**src/design/cpuPkg.sv**
```systemverilog
// shared widths, opcodes, function codes, memory sizes, types and memory fsm states
package cpuPkg;

        ////////////////////////////////////////
        // types
        typedef logic [15:0] wordT;             // data word and byte address
        typedef logic [15:0] instrT;
        typedef logic [2:0]  regIdxT;           // r0..r7
        typedef logic [4:0]  opcodeT;           // instr[15:11]
        typedef logic [1:0]  funcT;             // instr[1:0], r-format only
        typedef logic [1:0]  fwdSelT;

        typedef enum logic [1:0] {
                memIdle,
                memWait,
                memDone
        } memStateT;

        // forwarding selects, 2'b11 is reserved
        localparam fwdSelT FwdIdEx  = 2'd0;     // value read in decode
        localparam fwdSelT FwdExMem = 2'd1;
        localparam fwdSelT FwdWb    = 2'd2;

        ////////////////////////////////////////
        // opcodes
        localparam opcodeT OpHalt  = 5'b00000;
        localparam opcodeT OpNop   = 5'b00001;
        localparam opcodeT OpJ     = 5'b00100;
        localparam opcodeT OpAddi  = 5'b01000;
        localparam opcodeT OpBeqz  = 5'b01100;
        localparam opcodeT OpSt    = 5'b10000;
        localparam opcodeT OpLd    = 5'b10001;
        localparam opcodeT OpRType = 5'b11011;

        localparam funcT FnAdd  = 2'b00;        // rs + rt
        localparam funcT FnSub  = 2'b01;        // rt - rs
        localparam funcT FnXor  = 2'b10;
        localparam funcT FnAndn = 2'b11;        // rs & ~rt

        localparam instrT NopInstr = {OpNop, 11'b0};    // pipeline bubble

        ////////////////////////////////////////
        // memories
        localparam int ImemWords    = 256;
        localparam int DmemWords    = 256;
        localparam int MemLatency   = 2;        // extra cycles per data access
        localparam int ImemAddrBits = $clog2(ImemWords);
        localparam int DmemAddrBits = $clog2(DmemWords);
        localparam int MemCntBits   = $clog2(MemLatency + 1);

        // anything outside the implemented set traps at writeback
        function automatic logic isLegal(opcodeT op);
                case (op)
                        OpHalt, OpNop, OpJ, OpAddi, OpBeqz, OpSt, OpLd, OpRType: return 1'b1;
                        default: return 1'b0;
                endcase
        endfunction

endpackage

```
**src/design/executeStage.sv**
```systemverilog
// forwarding muxes, alu, branch/jump resolution and ex/mem register
module executeStage import cpuPkg::*; (
        input  logic   clk,
        input  logic   rstN,
        input  logic   hold,
        input  instrT  idInstr,
        input  wordT   idPcNext,
        input  wordT   idA,
        input  wordT   idB,
        input  wordT   idImm,
        input  regIdxT idDst,
        input  logic   idRegWrite,
        input  logic   idMemRead,
        input  logic   idMemWrite,
        input  logic   idHalt,
        input  logic   idIllegal,
        input  fwdSelT fwdA,
        input  fwdSelT fwdB,
        input  wordT   wbData,
        output logic   redirect,
        output wordT   redirectPc,
        output wordT   exAlu,
        output wordT   exStore,
        output regIdxT exDst,
        output logic   exRegWrite,
        output logic   exMemRead,
        output logic   exMemWrite,
        output logic   exHalt,
        output logic   exIllegal
);
        opcodeT op;
        wordT   liveA;
        wordT   liveB;
        wordT   heldA;
        wordT   heldB;
        wordT   opA;
        wordT   opB;
        wordT   aluOut;
        logic   heldValid;

        function automatic wordT fwdMux(fwdSelT sel, wordT idVal);
                case (sel)
                        FwdExMem: return exAlu;
                        FwdWb: return wbData;
                        default: return idVal;
                endcase
        endfunction

        assign op = idInstr[15:11];
        assign liveA = fwdMux(fwdA, idA);
        assign liveB = fwdMux(fwdB, idB);
        // mem/wb empties during a memory stall, keep what was forwarded
        assign opA = heldValid ? heldA : liveA;
        assign opB = heldValid ? heldB : liveB;

        always_comb begin
                case (op)
                        OpRType: case (funcT'(idInstr[1:0]))
                                FnAdd: aluOut = opA + opB;
                                FnSub: aluOut = opB - opA;
                                FnXor: aluOut = opA ^ opB;
                                default: aluOut = opA & ~opB;     // andn
                        endcase
                        OpAddi, OpLd, OpSt: aluOut = opA + idImm;     // sum or address
                        default: aluOut = '0;
                endcase
        end

        assign redirect = (op == OpJ) || (op == OpBeqz && opA == '0);
        assign redirectPc = idPcNext + idImm;

        always_ff @(posedge clk) begin
                if (!rstN || !hold) heldValid <= 1'b0;
                else heldValid <= 1'b1;
        end

        always_ff @(posedge clk) begin
                if (hold && !heldValid) {heldA, heldB} <= {liveA, liveB};  // first frozen cycle
        end

        ////////////////////////////////////////
        // ex/mem register
        always_ff @(posedge clk) begin
                if (!rstN) begin
                        {exRegWrite, exMemRead, exMemWrite, exHalt, exIllegal} <= '0;
                end else if (!hold) begin
                        {exRegWrite, exMemRead, exMemWrite} <= {idRegWrite, idMemRead, idMemWrite};
                        {exHalt, exIllegal} <= {idHalt, idIllegal};
                end
        end

        always_ff @(posedge clk) begin
                if (!hold) {exAlu, exStore, exDst} <= {aluOut, opB, idDst};    // st data is rt
        end

endmodule

```
**config.mk**
```make
export PLATFORM = sky130hd
export DESIGN_NAME = executeStage
export DESIGN_NICKNAME = d
export VERILOG_FILES = /design/src/design/cpuPkg.sv /design/src/design/executeStage.sv
export SDC_FILE = /design/constraint.sdc
export NUM_CORES = 1
export LEC_CHECK = 0
export BUFFER_PORTS_ARGS = -buffer_cell sky130_fd_sc_hd__buf_2
export CAP_MARGIN = 5
export CORE_ASPECT_RATIO = 0.7
export CORE_MARGIN = 5
export CORE_UTILIZATION = 56
export CTS_BUF_LIST = sky130_fd_sc_hd__clkbuf_8
export CTS_CLUSTER_DIAMETER = 150
export DETAILED_ROUTE_END_ITERATION = 12
export PLACE_DENSITY = 0.88
export SYNTH_ARGS = -nofsm -noshare
export SYNTH_HDL_FRONTEND = slang
export SYNTH_SLANG_ARGS = --single-unit
export TNS_END_PERCENT = 50
```
**constraint.sdc**
```tcl
create_clock -name clk -period 5.7 [get_ports clk]
set_input_delay 0.57 -clock clk [delete_from_list [all_inputs] [get_ports clk]]
set_output_delay 0.57 -clock clk [all_outputs]
set_load 0.03 [all_outputs]
```
==> Yosys cells after proc, flatten, opt, wreduce, memory -nomap -nowiden <==
Index checks and enable logic that the tools add are counted.
{ "word_totals": {"register_bits": 73, "in_bits": 111, "out_inout_bits": 57} }
{ "op_classes": {"addsub": 4, "eq_ne": 12, "muxes": 7, "bitwise_logic": 3, "reduce_logical": 10} }
{ "op_table": {"columns": ["cell", "count"], "rows": [
  ["$pmux 16 s2", 3],
  ["$add 16x16->16", 3],
  ["$pmux 16 s3", 1],
  ["$mux 16", 2],
  ["$and 16x16->16", 1],
  ["$logic_not 16->1", 1],
  ["$not 16->16", 1],
  ["$sub 16x16->16", 1],
  ["$xor 16x16->16", 1],
  ["$eq 5x5->1 const B", 3],
  ["$eq 5x4->1 const B", 2],
  ["$eq 2x1->1 const B", 3],
  ["$eq 2x2->1 const B", 3],
  ["$eq 5x3->1 const B", 1],
  ["$logic_not 1->1", 3],
  ["$reduce_or 3->1", 1],
  ["$logic_and 1x1->1", 2],
  ["$logic_not 2->1", 1],
  ["$logic_or 1x1->1", 2],
  ["$mux 1", 1]
]} }

==> Longest topological paths before layout <==
Gate-level depths: netlist of the first run.
{ "logic_depth": {"ltp_word": 7, "depth_mapped": 19} }

==> Worst setup path after synthesis of the first run <==
OpenSTA, ideal clock, no wires.
{ "synth_timing": {"kind": "input to register", "start": "input fwdA[0]", "end": "register exAlu[14] (data pin)", "setup_ns": 0.274, "arrival_ns": 3.966, "slack_ns": 1.460, "cell_stages": 15, "cell_sequence": "inv_1 > ha_1 > clkbuf_1 > a221oi_1 > o31ai_1 > ha_1 > fa_1 > a21oi_1 > o21bai_1 > a2111oi_0 > o31ai_1 > a2111oi_0 > o31ai_1 > xnor2_1 > o22ai_1"} }
{ "synth_between": {"elab_chain_cells": 6, "word_cells_on_any_way": 11, "classes_between": "add/sub: 3; eq/ne: 2; mux: 4; bitwise: 2"} }
{ "synth_lines": {"columns": ["item", "line_no", "text"], "rows": [
  ["start, declared", "executeStage.sv:17", "input fwdSelT fwdA,"],
  ["$eq 2x2->1 / $eq 2x1->1 (equally long branches)", "executeStage.sv:42", "case (sel)"],
  ["$pmux 16 s2 *", "executeStage.sv:42", null],
  ["$mux 16 *", "executeStage.sv:53", "assign opA = heldValid ? heldA : liveA;"],
  ["$sub 16x16->16, or another cell as far along", "executeStage.sv:60", "FnSub: aluOut = opB - opA;"],
  ["$pmux 16 s3", "executeStage.sv:58", "OpRType: case (funcT'(idInstr[1:0]))"],
  ["$pmux 16 s2 *", "executeStage.sv:57", "case (op)"],
  ["net aluOut[14]", "executeStage.sv:38", "wordT aluOut;"],
  ["end signal, assigned", "executeStage.sv:93", "if (!hold) {exAlu, exStore, exDst} <= {aluOut, opB, idDst};"],
  ["end, declared", "executeStage.sv:22", "output wordT exAlu,"]
]} }
The timed path passes the listed nets; every way through them passes the cells marked *.
A chain may end at the register's enable or synchronous reset.

==> Worst setup path after layout of the first run <==
Same ends and word-level chain as after synthesis.

==> results.py, run 1 <==
metrics = {
    "layout": {
        "drive_gt1_share_pct": 22.6,
        "utilization_pct": 66.5,
        "diodes": 0,
        "nNetsFinal": 1069,
        "stdcell_area_sq_mm": 0.00769,
        "syn_to_final_growth_pct": 17.3,
        "num-fill-cells": 955,
    },
    "detailed_routing": {
        "dr_wl_met3_mm": 1.49,
        "via_count": 6048,
        "detail-route-antenna-nets": 0,
        "dr.first_iter.drc_count": 507,
        "post_drt_wl_per_cell_um": 16.8,
        "wl_met1_mm": 7.74,
        "dr.max_layer_used": "met4",
        "routed_wl_mm": 17.7,
        "via_per_inst": 5.75,
        "drc": 0,
        "drtPass1Iterations": 5,
        "wl_met2_mm": 8.15,
    },
    "logic_synthesis": {
        "yosys_warnings": 0,
        "syn-cell-area_sq_mm": 0.00656,
        "synthArstFlopShare_pct": 0,
        "syn_avg_cell_area_sq_um": 8.85,
        "synth_top_area_share_pct": 30.7,
        "synthCells": 741,
        "synth_ff_type": "edfxtp_1",
        "synth_area_leaders": "edfxtp_1 31%, ha_1 13%, xnor2_1 5.1%",
        "synth_edf_count": 67,
        "post-synth-top-area-cell": "edfxtp_1",
        "yosys.cell_types.count": 61,
        "ys_ff_latch": 73,
        "synth_seq_area_share_pct": 32.5,
        "synthesis.nets": 921,
    },
    "critical_path": {
        "crit_path_cell_trace": "buf_2 -> inv_1 -> ha_1 -> buf_4 -> nor2b_1 -> o31a_1 -> inv_1 -> fa_1 -> a21oi_1 -> o21bai_1 -> a2111oi_0 -> o31ai_1 -> a2111oi_0 -> o31ai_1 -> xnor2_1 -> o22ai_1",
        "critPathMaxFanout": 23,
        "end_kind": "flop",
        "worst-setup-path-type": "in -> reg",
        "r2r_slack_ns": 1.28,
        "cp_slowest_cell": "a2111oi_0",
        "reg2reg_depth": 12,
        "rr_startpoint": "exAlu[0]",
        "cp-start-kind": "primary input",
        "cp.arrival_ns": 4.88,
        "cp.required_ns": 5.78,
        "worstReg2RegEnd": "exAlu[14]",
        "critPathMaxStageDelay_ns": 0.75,
    },
    "min_path": {
        "holdPathEnd": "exDst[2]",
        "hold_path.class": "in -> reg",
        "holdPathStages": 1,
        "min_from": "idDst[2]",
    },
    "global_routing": {
        "grt_util_all_layers_pct": 24.8,
        "grt_pass1_vias": 5679,
        "grt_max_degree": 58,
        "grt_pass1_wl_mm": 28.0,
        "grt_antenna_before_repair": 0,
        "grt_overflow": 0,
    },
    "clock_network": {
        "clk_pin_slew_ns": 0.08,
        "h-tree-depth": 3,
        "clk_latency_ns": 0.37,
        "cts_resized": 0,
        "clock_path_buffers": 2,
        "cts_tree": "built",
        "cts_setup_buffers": 0,
        "cts_root_buf": "clkbuf_8",
        "postCtsHoldBufs": 0,
        "cts_sinks": 73,
        "cts_buffers": 9,
    },
    "placed_design": {
        "dpl_worst_slack_ns": 0.696,
        "portBuffers": 158,
        "place_area_sq_mm": 0.00747,
        "place.gp.congestion": 0.879,
        "dp_hpwl_mm": 13.6,
    },
    "sta": {
        "fin_crit_ns": 4.80,
        "rsz0062_at_grt": "no",
        "setup_violations": 0,
        "finClkSkew_ns": 0.0106,
        "tns_ns": 0,
        "tightest_slew_ns": 0.959,
        "finalHoldWorstSlack_ns": 0.381,
        "slew_violations": 0,
        "fin_crit_sh_pct": 84.2,
        "setup_slack_ns": 0.902,
        "relSlewSlack_pct": 35.9,
        "fmax_mhz": 208,
        "hold_violations": 0,
    },
    "power": {
        "p_per_area_mw_per_mm2": 269,
        "vdd.ir_drop.worst_uv": 171,
        "leakagePower_nw": 3.50,
    },
    "die": {
        "fp.dieH_um": 101,
        "core_area_sq_mm": 0.0116,
        "die_area_sq_mm": 0.0140,
        "boundaryPins": 168,
        "rows": 33,
        "die_w_um": 139,
        "start_util_pct": 56.7,
    },
    "flow_run": {
        "max-cap-violations": 0,
    },
    "outcome": {
        "status": "finished, final reports clean",
    },
}
where the power goes:
part	internal [mW]	leakage [nW]	switching, mW
sequential	0.641	0.715	0.0197
combinational	0.378	2.68	0.571
clock	0.246	0.109	0.211
kinds of logic after synthesis:
logic type / Yosys count / synth area share [%]
AO/OA/AOI/OAI: 226 / 23.0
buffers and inverters: 95 / 6.01
AND/OR/NAND/NOR: 207 / 14.9
multiplexers: 20 / 3.13
XOR/XNOR: 51 / 6.93
adder cells (fa/ha/maj): 69 / 13.5
flip-flops: 73 / 32.5
registers in the layout, summed over array words and instances, names as in the netlist:
name / count
exAlu: 16
exDst: 3
exHalt: 1
exIllegal: 1
exMemRead: 1
exMemWrite: 1
exRegWrite: 1
exStore: 16
heldA: 16
heldB: 16
heldValid: 1
worst max-delay path: cells and delay by family:
kind / cells / cell delay [ns]
xor gates and xnor gates: 1 / 0.20
adders and majority gates: 2 / 0.88
buffers and inverters: 4 / 0.59
and+or+nand+nor: 1 / 0.22
AOI/OAI and AO/OA: 8 / 2.40
routing by layer:
layer,vias up,global-route usage (%)
met2,264,40.5
li1,3007,-
met5,-,0
met4,0,5.86
met1,2752,33.7
met3,25,5.74
synthesized netlist by cell type, types with 3 or more instances:
cell type	n
edfxtp_1	67
ha_1	66
nand2_1	64
inv_1	63
nor2_1	59
a21oi_1	51
o21ai_0	48
xnor2_1	38
clkbuf_1	22
nor2b_1	22
a22oi_1	21
nor3_1	20
o21a_1	19
mux2i_1	16
o31ai_1	15
o22ai_1	13
xor2_1	12
a21o_1	10
a221oi_1	9
nand2b_1	8
a211oi_1	7
or3_1	7
dfxtp_1	6
nand3_1	6
and2_1	5
mux2_2	4
o21bai_1	4
a2111oi_0	3
a31oi_1	3
a41oi_1	3
and3_1	3
buf_1	3
buf_2	3
buf_6	3
fa_1	3
nor3b_1	3
nor4_1	3
placed cells by master, fill, tap and decap left out, drive strengths merged, types with 5 or more instances in the layout:
cell and n:
ha 66, o22ai 13, o21a 19, edfxtp 67, a22oi 21, a211oi 7, nor3 20, o31ai 16
xnor2 39, nand3 6, a21oi 51, nand2 64, nand2b 8, o21ai 49, or3 7, a21o 10
buf 169, clkbuf 9, xor2 12, nor2b 22, inv 63, and2 5, dfxtp 6, a221oi 10
nor2 59, mux2i 16
per-stage QoR:
step | cells | power [mW]
2_1_floorplan | 741 | 1.37
3_3_place_gp | 1035 | 1.58
3_5_place_dp | 1035 | 1.60
4_1_cts | 1051 | 2.06
5_1_grt | 1051 | 2.20
6_report | 1051 | 2.07
worst max-delay path by stage:
stage	startpoint	to	slack, ns	cells after the start
after floorplan	fwdA[0]	exAlu[14]	1.46	15
after global placement	fwdA[0]	exAlu[14]	0.77	16
after detailed placement	fwdA[0]	exAlu[14]	0.70	16
after CTS	fwdA[0]	exAlu[14]	1.02	16
after global routing	fwdA[0]	exAlu[14]	0.64	19
final	fwdA[0]	exAlu[14]	0.90	16
cell type report:
cell class	count	area [sq um]	area share [%]
multi-input combinational	573	4030	52.4
sequential	73	2130	27.7
timing repair buffer	169	873	11.4
inverter	63	236	3.08
tap	157	196	2.55
clock buffer	9	124	1.61
clock inverter	7	95.1	1.24
Power figures use the tool's default switching activity.
==> run 2, diff against run 1 <==
Settings changed: CORE_UTILIZATION 56 to 50, PLACE_DENSITY 0.88 to 0.83.
Clock period 5.7 ns to 4 ns, I/O delays scaled along.
==> run 2 against run 1 <==
Effect of this change:
- the flow now finishes with violations (setup timing)
- worst hold slack got worse by 0.17 ns
- first-iteration DRC count increased by 17%
- wire length increased by 12%
==> results.py, run 2 (synthesized netlist as in run 1, its figures left out) <==
metrics = {
    "outcome": {
        "status": "finished, violations left",
        "violations": "setup timing",
    },
    "layout": {
        "drive_gt1_share_pct": 30.7,
        "layout_commonest_cell": "buf_2",
        "nNetsFinal": 1152,
        "stdcell_count": 1144,
        "syn_to_final_growth_pct": 29.0,
        "final_cell_mix": "158 x buf_2, 91 x buf_4, 67 x edfxtp_1",
        "utilization_pct": 65.0,
        "stdcell_area_sq_mm": 0.00846,
    },
    "critical_path": {
        "cp.arrival_ns": 4.09,
        "end_kind": "flop",
        "critPathMaxFanout": 5,
        "cp-start-kind": "primary input",
        "cp.required_ns": 4.08,
        "worst-setup-path-type": "in -> reg",
    },
    "die": {
        "start_util_pct": 50.4,
        "rows": 35,
        "fp.dieH_um": 106,
        "die_w_um": 147,
        "boundaryPins": 168,
        "die_area_sq_mm": 0.0155,
        "core_area_sq_mm": 0.0130,
    },
    "clock_network": {
        "cts_tree": "built",
        "cts_buffers": 9,
        "clk_latency_ns": 0.37,
        "cts_root_buf": "clkbuf_8",
        "cts_sinks": 73,
        "clock_path_buffers": 2,
        "h-tree-depth": 3,
        "clk_pin_slew_ns": 0.08,
        "postCtsHoldBufs": 0,
    },
    "placed_design": {
        "place.gp.congestion": 0.946,
        "place_area_sq_mm": 0.00810,
        "dp_hpwl_mm": 15.3,
        "dpl_worst_slack_ns": -0.328,
        "portBuffers": 158,
        "place_inst": 1124,
    },
    "detailed_routing": {
        "detail-route-antenna-nets": 0,
        "drc": 0,
        "via_count": 6551,
        "via_per_inst": 5.73,
        "dr.first_iter.drc_count": 592,
        "post_drt_wl_per_cell_um": 17.3,
        "drtPass1Iterations": 5,
        "routed_wl_mm": 19.8,
    },
    "power": {
        "vdd.ir_drop.worst_uv": 222,
        "p_per_area_mw_per_mm2": 373,
        "leakagePower_nw": 3.94,
    },
    "sta": {
        "hold_violations": 0,
        "finClkSkew_ns": 0.0152,
        "setup_slack_ns": -0.00451,
        "relSlewSlack_pct": 43.1,
        "tightest_slew_ns": 0.847,
        "setup_violations": 1,
        "fin_crit_sh_pct": 100,
        "fmax_mhz": 250,
        "fin_crit_ns": 4.00,
        "tns_ns": -0.00451,
        "slew_violations": 0,
    },
    "flow_run": {
        "max-cap-violations": 0,
    },
    "global_routing": {
        "grt_max_degree": 48,
        "grt_pass1_vias": 6223,
        "grt_overflow": 0,
        "grt_pass1_wl_mm": 30.2,
        "grt_util_all_layers_pct": 24.0,
        "grt_antenna_before_repair": 1,
    },
    "min_path": {
        "hold_path.class": "in -> reg",
    },
}
-- run 2: cell types whose count changed in the layout (fill, tap and decap cells not counted), moves of 2 or more --
cell / before / now
a221oi_1: 9 / 5
buf_4: 11 / 91
o21ai_0: 48 / 41
a221oi_4: 0 / 3
inv_6: 0 / 2
o21ai_1: 1 / 8
nor2b_1: 22 / 20
a2111oi_0: 3 / 1
clkinv_4: 2 / 0
nor2b_2: 0 / 2
ha_1: 66 / 64
nor3b_1: 3 / 1
-- run 2: worst paths after layout --
check / to / start / depth (start not counted) / slack (ns)
max reg2reg: exAlu[15] / exAlu[1] / 17 / 0.15
max: exAlu[15] / fwdA[1] / 21 / -0.005
min reg2reg: exHalt / exHalt / 2 / 0.53
min: exDst[1] / idDst[1] / 1 / 0.21
-- run 2: power by group --
part,internal [mW],switching (mW),leakage (nW)
combinational,0.717,0.896,3.12
clock,0.288,0.309,0.101
sequential,0.913,0.0296,0.715
-- run 2: area by class of cell --
class	count	area (sq um)
Clock inverter	7	68.8
Multi-Input combinational cell	573	4160
Fill cell	1015	4550
Sequential cell	73	2130
Tap cell	166	208
Timing Repair Buffer	252	1520
Clock buffer	9	124
Inverter	63	236
Antenna cell	1	2.50
-- run 2: through the flow --
stage	hold WS (ns)	total power, mW
floorplan	0.499	1.96
global placement	0.492	2.43
detailed placement	0.509	2.48
CTS	0.203	3.08
global route	0.200	3.34
finish	0.212	3.15
-- run 2: timing repair --
action,4_1_cts,5_1_grt
pin swaps,0,6
setup endpoints to repair,2,6
gates resized for setup,1,30
hold endpoints to repair,0,0
buffers inserted,0,3
-- run 2: routing by layer --
layer | up-vias | track usage [%] | wire, um
li1 | 3170 | - | -
met1 | 3028 | 31.4 | 8260
met2 | 294 | 40.3 | 9230
met3 | 57 | 5.07 | 1740
met4 | 2 | 6.44 | 503
met5 | - | 0 | 8
-- run 2: worst max-delay path: stages --
cell,delay [ns]
buf_2,0.12
inv_1,0.05
ha_1,0.23
buf_4,0.19
a221oi_4,0.28
o31a_1,0.27
inv_2,0.09
nor3_2,0.19
buf_4,0.17
nor2_1,0.06
xnor2_1,0.14
ha_1,0.32
o21ai_1,0.17
a21oi_2,0.09
o41ai_1,0.32
buf_4,0.19
o211ai_1,0.15
a41oi_2,0.23
o21ai_1,0.12
xnor2_1,0.21
o311ai_2,0.11
==> run 3, diff against run 2 <==
Settings changed: CELL_PAD_IN_SITES_DETAIL_PLACEMENT set to 0, CELL_PAD_IN_SITES_GLOBAL_PLACEMENT set to 1, CORE_UTILIZATION 50 to 37.
==> run 3 against run 2 <==
Effect of this change:
- the run now ends clean
- via count decreased by 4.5%
- highest routed layer is now met4
- global-route usage decreased by 5.0 points
- critical endpoint is now exAlu[13]
- setup slack improved by 0.17 ns
- maximum frequency increased by 4.5%
- largest power group unchanged
- clock-buffer cell count increased by 1
- clock power increased by 11%
- combinational power about the same
- die area increased by 32%
- design area increased by 1.5%
- non-clock buffer count increased by 5
- final cell count increased by 6.0%
- total power increased by 1.6%
- critical path type unchanged
==> results.py, run 3 (synthesized netlist as in run 1, its figures left out) <==
metrics = {
    "layout": {
        "nNetsFinal": 1157,
        "syn_to_final_growth_pct": 30.9,
        "layout_commonest_cell": "buf_2",
        "diodes": 0,
        "utilization_pct": 49.7,
        "drive_gt1_share_pct": 31.3,
        "seqCellArea_sq_mm": 0.00213,
        "num-fill-cells": 1670,
        "final_cell_mix": "158 x buf_2, 97 x buf_4, 67 x edfxtp_1",
        "multi_input_area_sq_mm": 0.00416,
    },
    "clock_network": {
        "clk_pin_slew_ns": 0.09,
        "cts_tree": "built",
        "postCtsHoldBufs": 0,
        "cts_root_buf": "clkbuf_8",
        "h-tree-depth": 3,
        "clock_path_buffers": 2,
        "clk_latency_ns": 0.36,
        "cts_buffers": 9,
        "cts_sinks": 73,
    },
    "die": {
        "fp.dieH_um": 121,
        "core_area_sq_mm": 0.0173,
        "start_util_pct": 38.0,
        "rows": 40,
        "die_area_sq_mm": 0.0205,
        "die_w_um": 169,
        "boundaryPins": 168,
    },
    "critical_path": {
        "worst-setup-path-type": "in -> reg",
        "cpMostUsedCell": "buf_4",
        "cp.arrival_ns": 3.91,
        "cp.depth": 21,
        "cp_slowest_cell": "ha_2",
        "cp-start-kind": "primary input",
        "worst_path_dominant_cell_family": "compound AO/OA/AOI/OAI gates",
        "reg2reg_depth": 18,
        "end_kind": "flop",
        "critPathMaxStageDelay_ns": 0.37,
        "critPathMaxFanout": 5,
        "worst-path-buf-inv": 5,
        "cp.required_ns": 4.08,
        "crit_path_cell_trace": "buf_2 -> inv_1 -> ha_1 -> buf_4 -> a221oi_4 -> o31a_1 -> ha_2 -> nand2_1 -> o21ai_2 -> xor2_1 -> ha_2 -> o21a_1 -> o21a_1 -> o41ai_2 -> buf_4 -> o211ai_1 -> a41oi_2 -> buf_4 -> xnor2_1 -> o21ai_1 -> o32ai_1",
    },
    "sta": {
        "tns_ns": 0,
        "fin_crit_sh_pct": 95.8,
        "fmax_mhz": 261,
        "finalHoldWorstSlack_ns": 0.211,
        "fin_crit_ns": 3.83,
        "tightest_slew_ns": 0.851,
        "finClkSkew_ns": 0.0112,
        "relSlewSlack_pct": 42.9,
        "slew_violations": 0,
        "hold_violations": 0,
        "setup_slack_ns": 0.169,
        "setup_violations": 0,
    },
    "power": {
        "p_comb_share_pct": 49.8,
        "leakagePower_nw": 3.98,
        "p_per_area_mw_per_mm2": 373,
        "clockPowerShare_pct": 20.8,
        "internal-power_mw": 1.99,
        "vdd.ir_drop.worst_uv": 194,
        "switchingPower_mw": 1.21,
        "seq_power_share_pct": 29.4,
        "p_total_mw": 3.20,
        "switching_share_pct": 37.9,
    },
    "placed_design": {
        "place.gp.congestion": 0.864,
        "portBuffers": 158,
        "dp_hpwl_mm": 16.0,
        "dpl_worst_slack_ns": -0.417,
    },
    "detailed_routing": {
        "routed_wl_mm": 19.9,
        "detail-route-antenna-nets": 0,
        "via_per_inst": 5.16,
        "drc": 0,
        "drtPass1Iterations": 4,
        "post_drt_wl_per_cell_um": 16.4,
        "via_count": 6259,
        "dr.first_iter.drc_count": 370,
    },
    "global_routing": {
        "grt_antenna_before_repair": 0,
        "grt_max_degree": 37,
        "grt_pass1_wl_mm": 31.2,
        "grt_pass1_vias": 6073,
        "grt_overflow": 0,
        "grt_util_all_layers_pct": 18.9,
    },
    "outcome": {
        "status": "finished, final reports clean",
    },
    "flow_run": {
        "max-cap-violations": 0,
    },
    "min_path": {
        "hold_path.class": "in -> reg",
        "holdPathStages": 1,
    },
}
==> run 3: power by group through the flow <==
stage / logic [mW] / clock network (mW) / registers [mW]
floorplan: 0.942 / 0 / 1.02
global placement: 1.52 / 0 / 0.958
detailed placement: 1.54 / 0 / 0.959
CTS: 1.56 / 0.675 / 0.943
global route: 1.78 / 0.706 / 0.949
finish: 1.60 / 0.665 / 0.943
==> run 3: area by class of cell <==
cell class                      count  share of cell area (%)
Clock buffer                       10                    1.60
Clock inverter                      6                   0.889
Timing Repair Buffer              257                    18.1
Tap cell                          231                    3.37
Multi-Input combinational cell    573                    48.5
Inverter                           63                    2.76
Sequential cell                    73                    24.9
==> run 3: worst reg2reg max path, cell delays in order (launching register included) <==
cell and delay [ns]:
edfxtp_1 0.45, a221oi_2 0.38, o31ai_4 0.13, inv_1 0.08
ha_2 0.20, nand2_1 0.09, o21ai_2 0.17, xor2_1 0.10
ha_2 0.37, o21a_1 0.14, o21a_1 0.12, o41ai_2 0.07
buf_4 0.15, o211ai_1 0.29, a41oi_2 0.19, buf_4 0.18
xnor2_1 0.11, o21ai_1 0.12, o32ai_1 0.11
==> run 3: worst paths after layout <==
check	startpoint	endpoint	slack, ns
max	fwdA[1]	exAlu[13]	0.17
min	idDst[1]	exDst[1]	0.21
max reg2reg	exAlu[0]	exAlu[13]	0.28
min reg2reg	exMemWrite	exMemWrite	0.52
==> run 3: through the flow <==
step | area (sq um) | cells
2_1_floorplan | 6560 | 741
3_3_place_gp | 8240 | 1197
3_5_place_dp | 8240 | 1197
4_1_cts | 8480 | 1213
5_1_grt | 8580 | 1213
6_report | 8580 | 1213
==> run 3: timing repair <==
action | 4_1_cts | 5_1_grt
gates resized for setup | 3 | 28
pin swaps | 0 | 9
buffers inserted | 0 | 0
setup endpoints to repair | 2 | 6
gates cloned | 0 | 0
==> run 3: layer usage <==
| layer | track usage (%) | share of wire [%] | vias up |
|---|---|---|---|
| met1 | 27.3 | 50 | 2885 |
| met4 | 3.12 | 0.75 | 0 |
| met2 | 30.0 | 43 | 184 |
| li1 | - | - | 3178 |
| met5 | 0 | 0 | - |
| met3 | 3.48 | 6.1 | 12 |
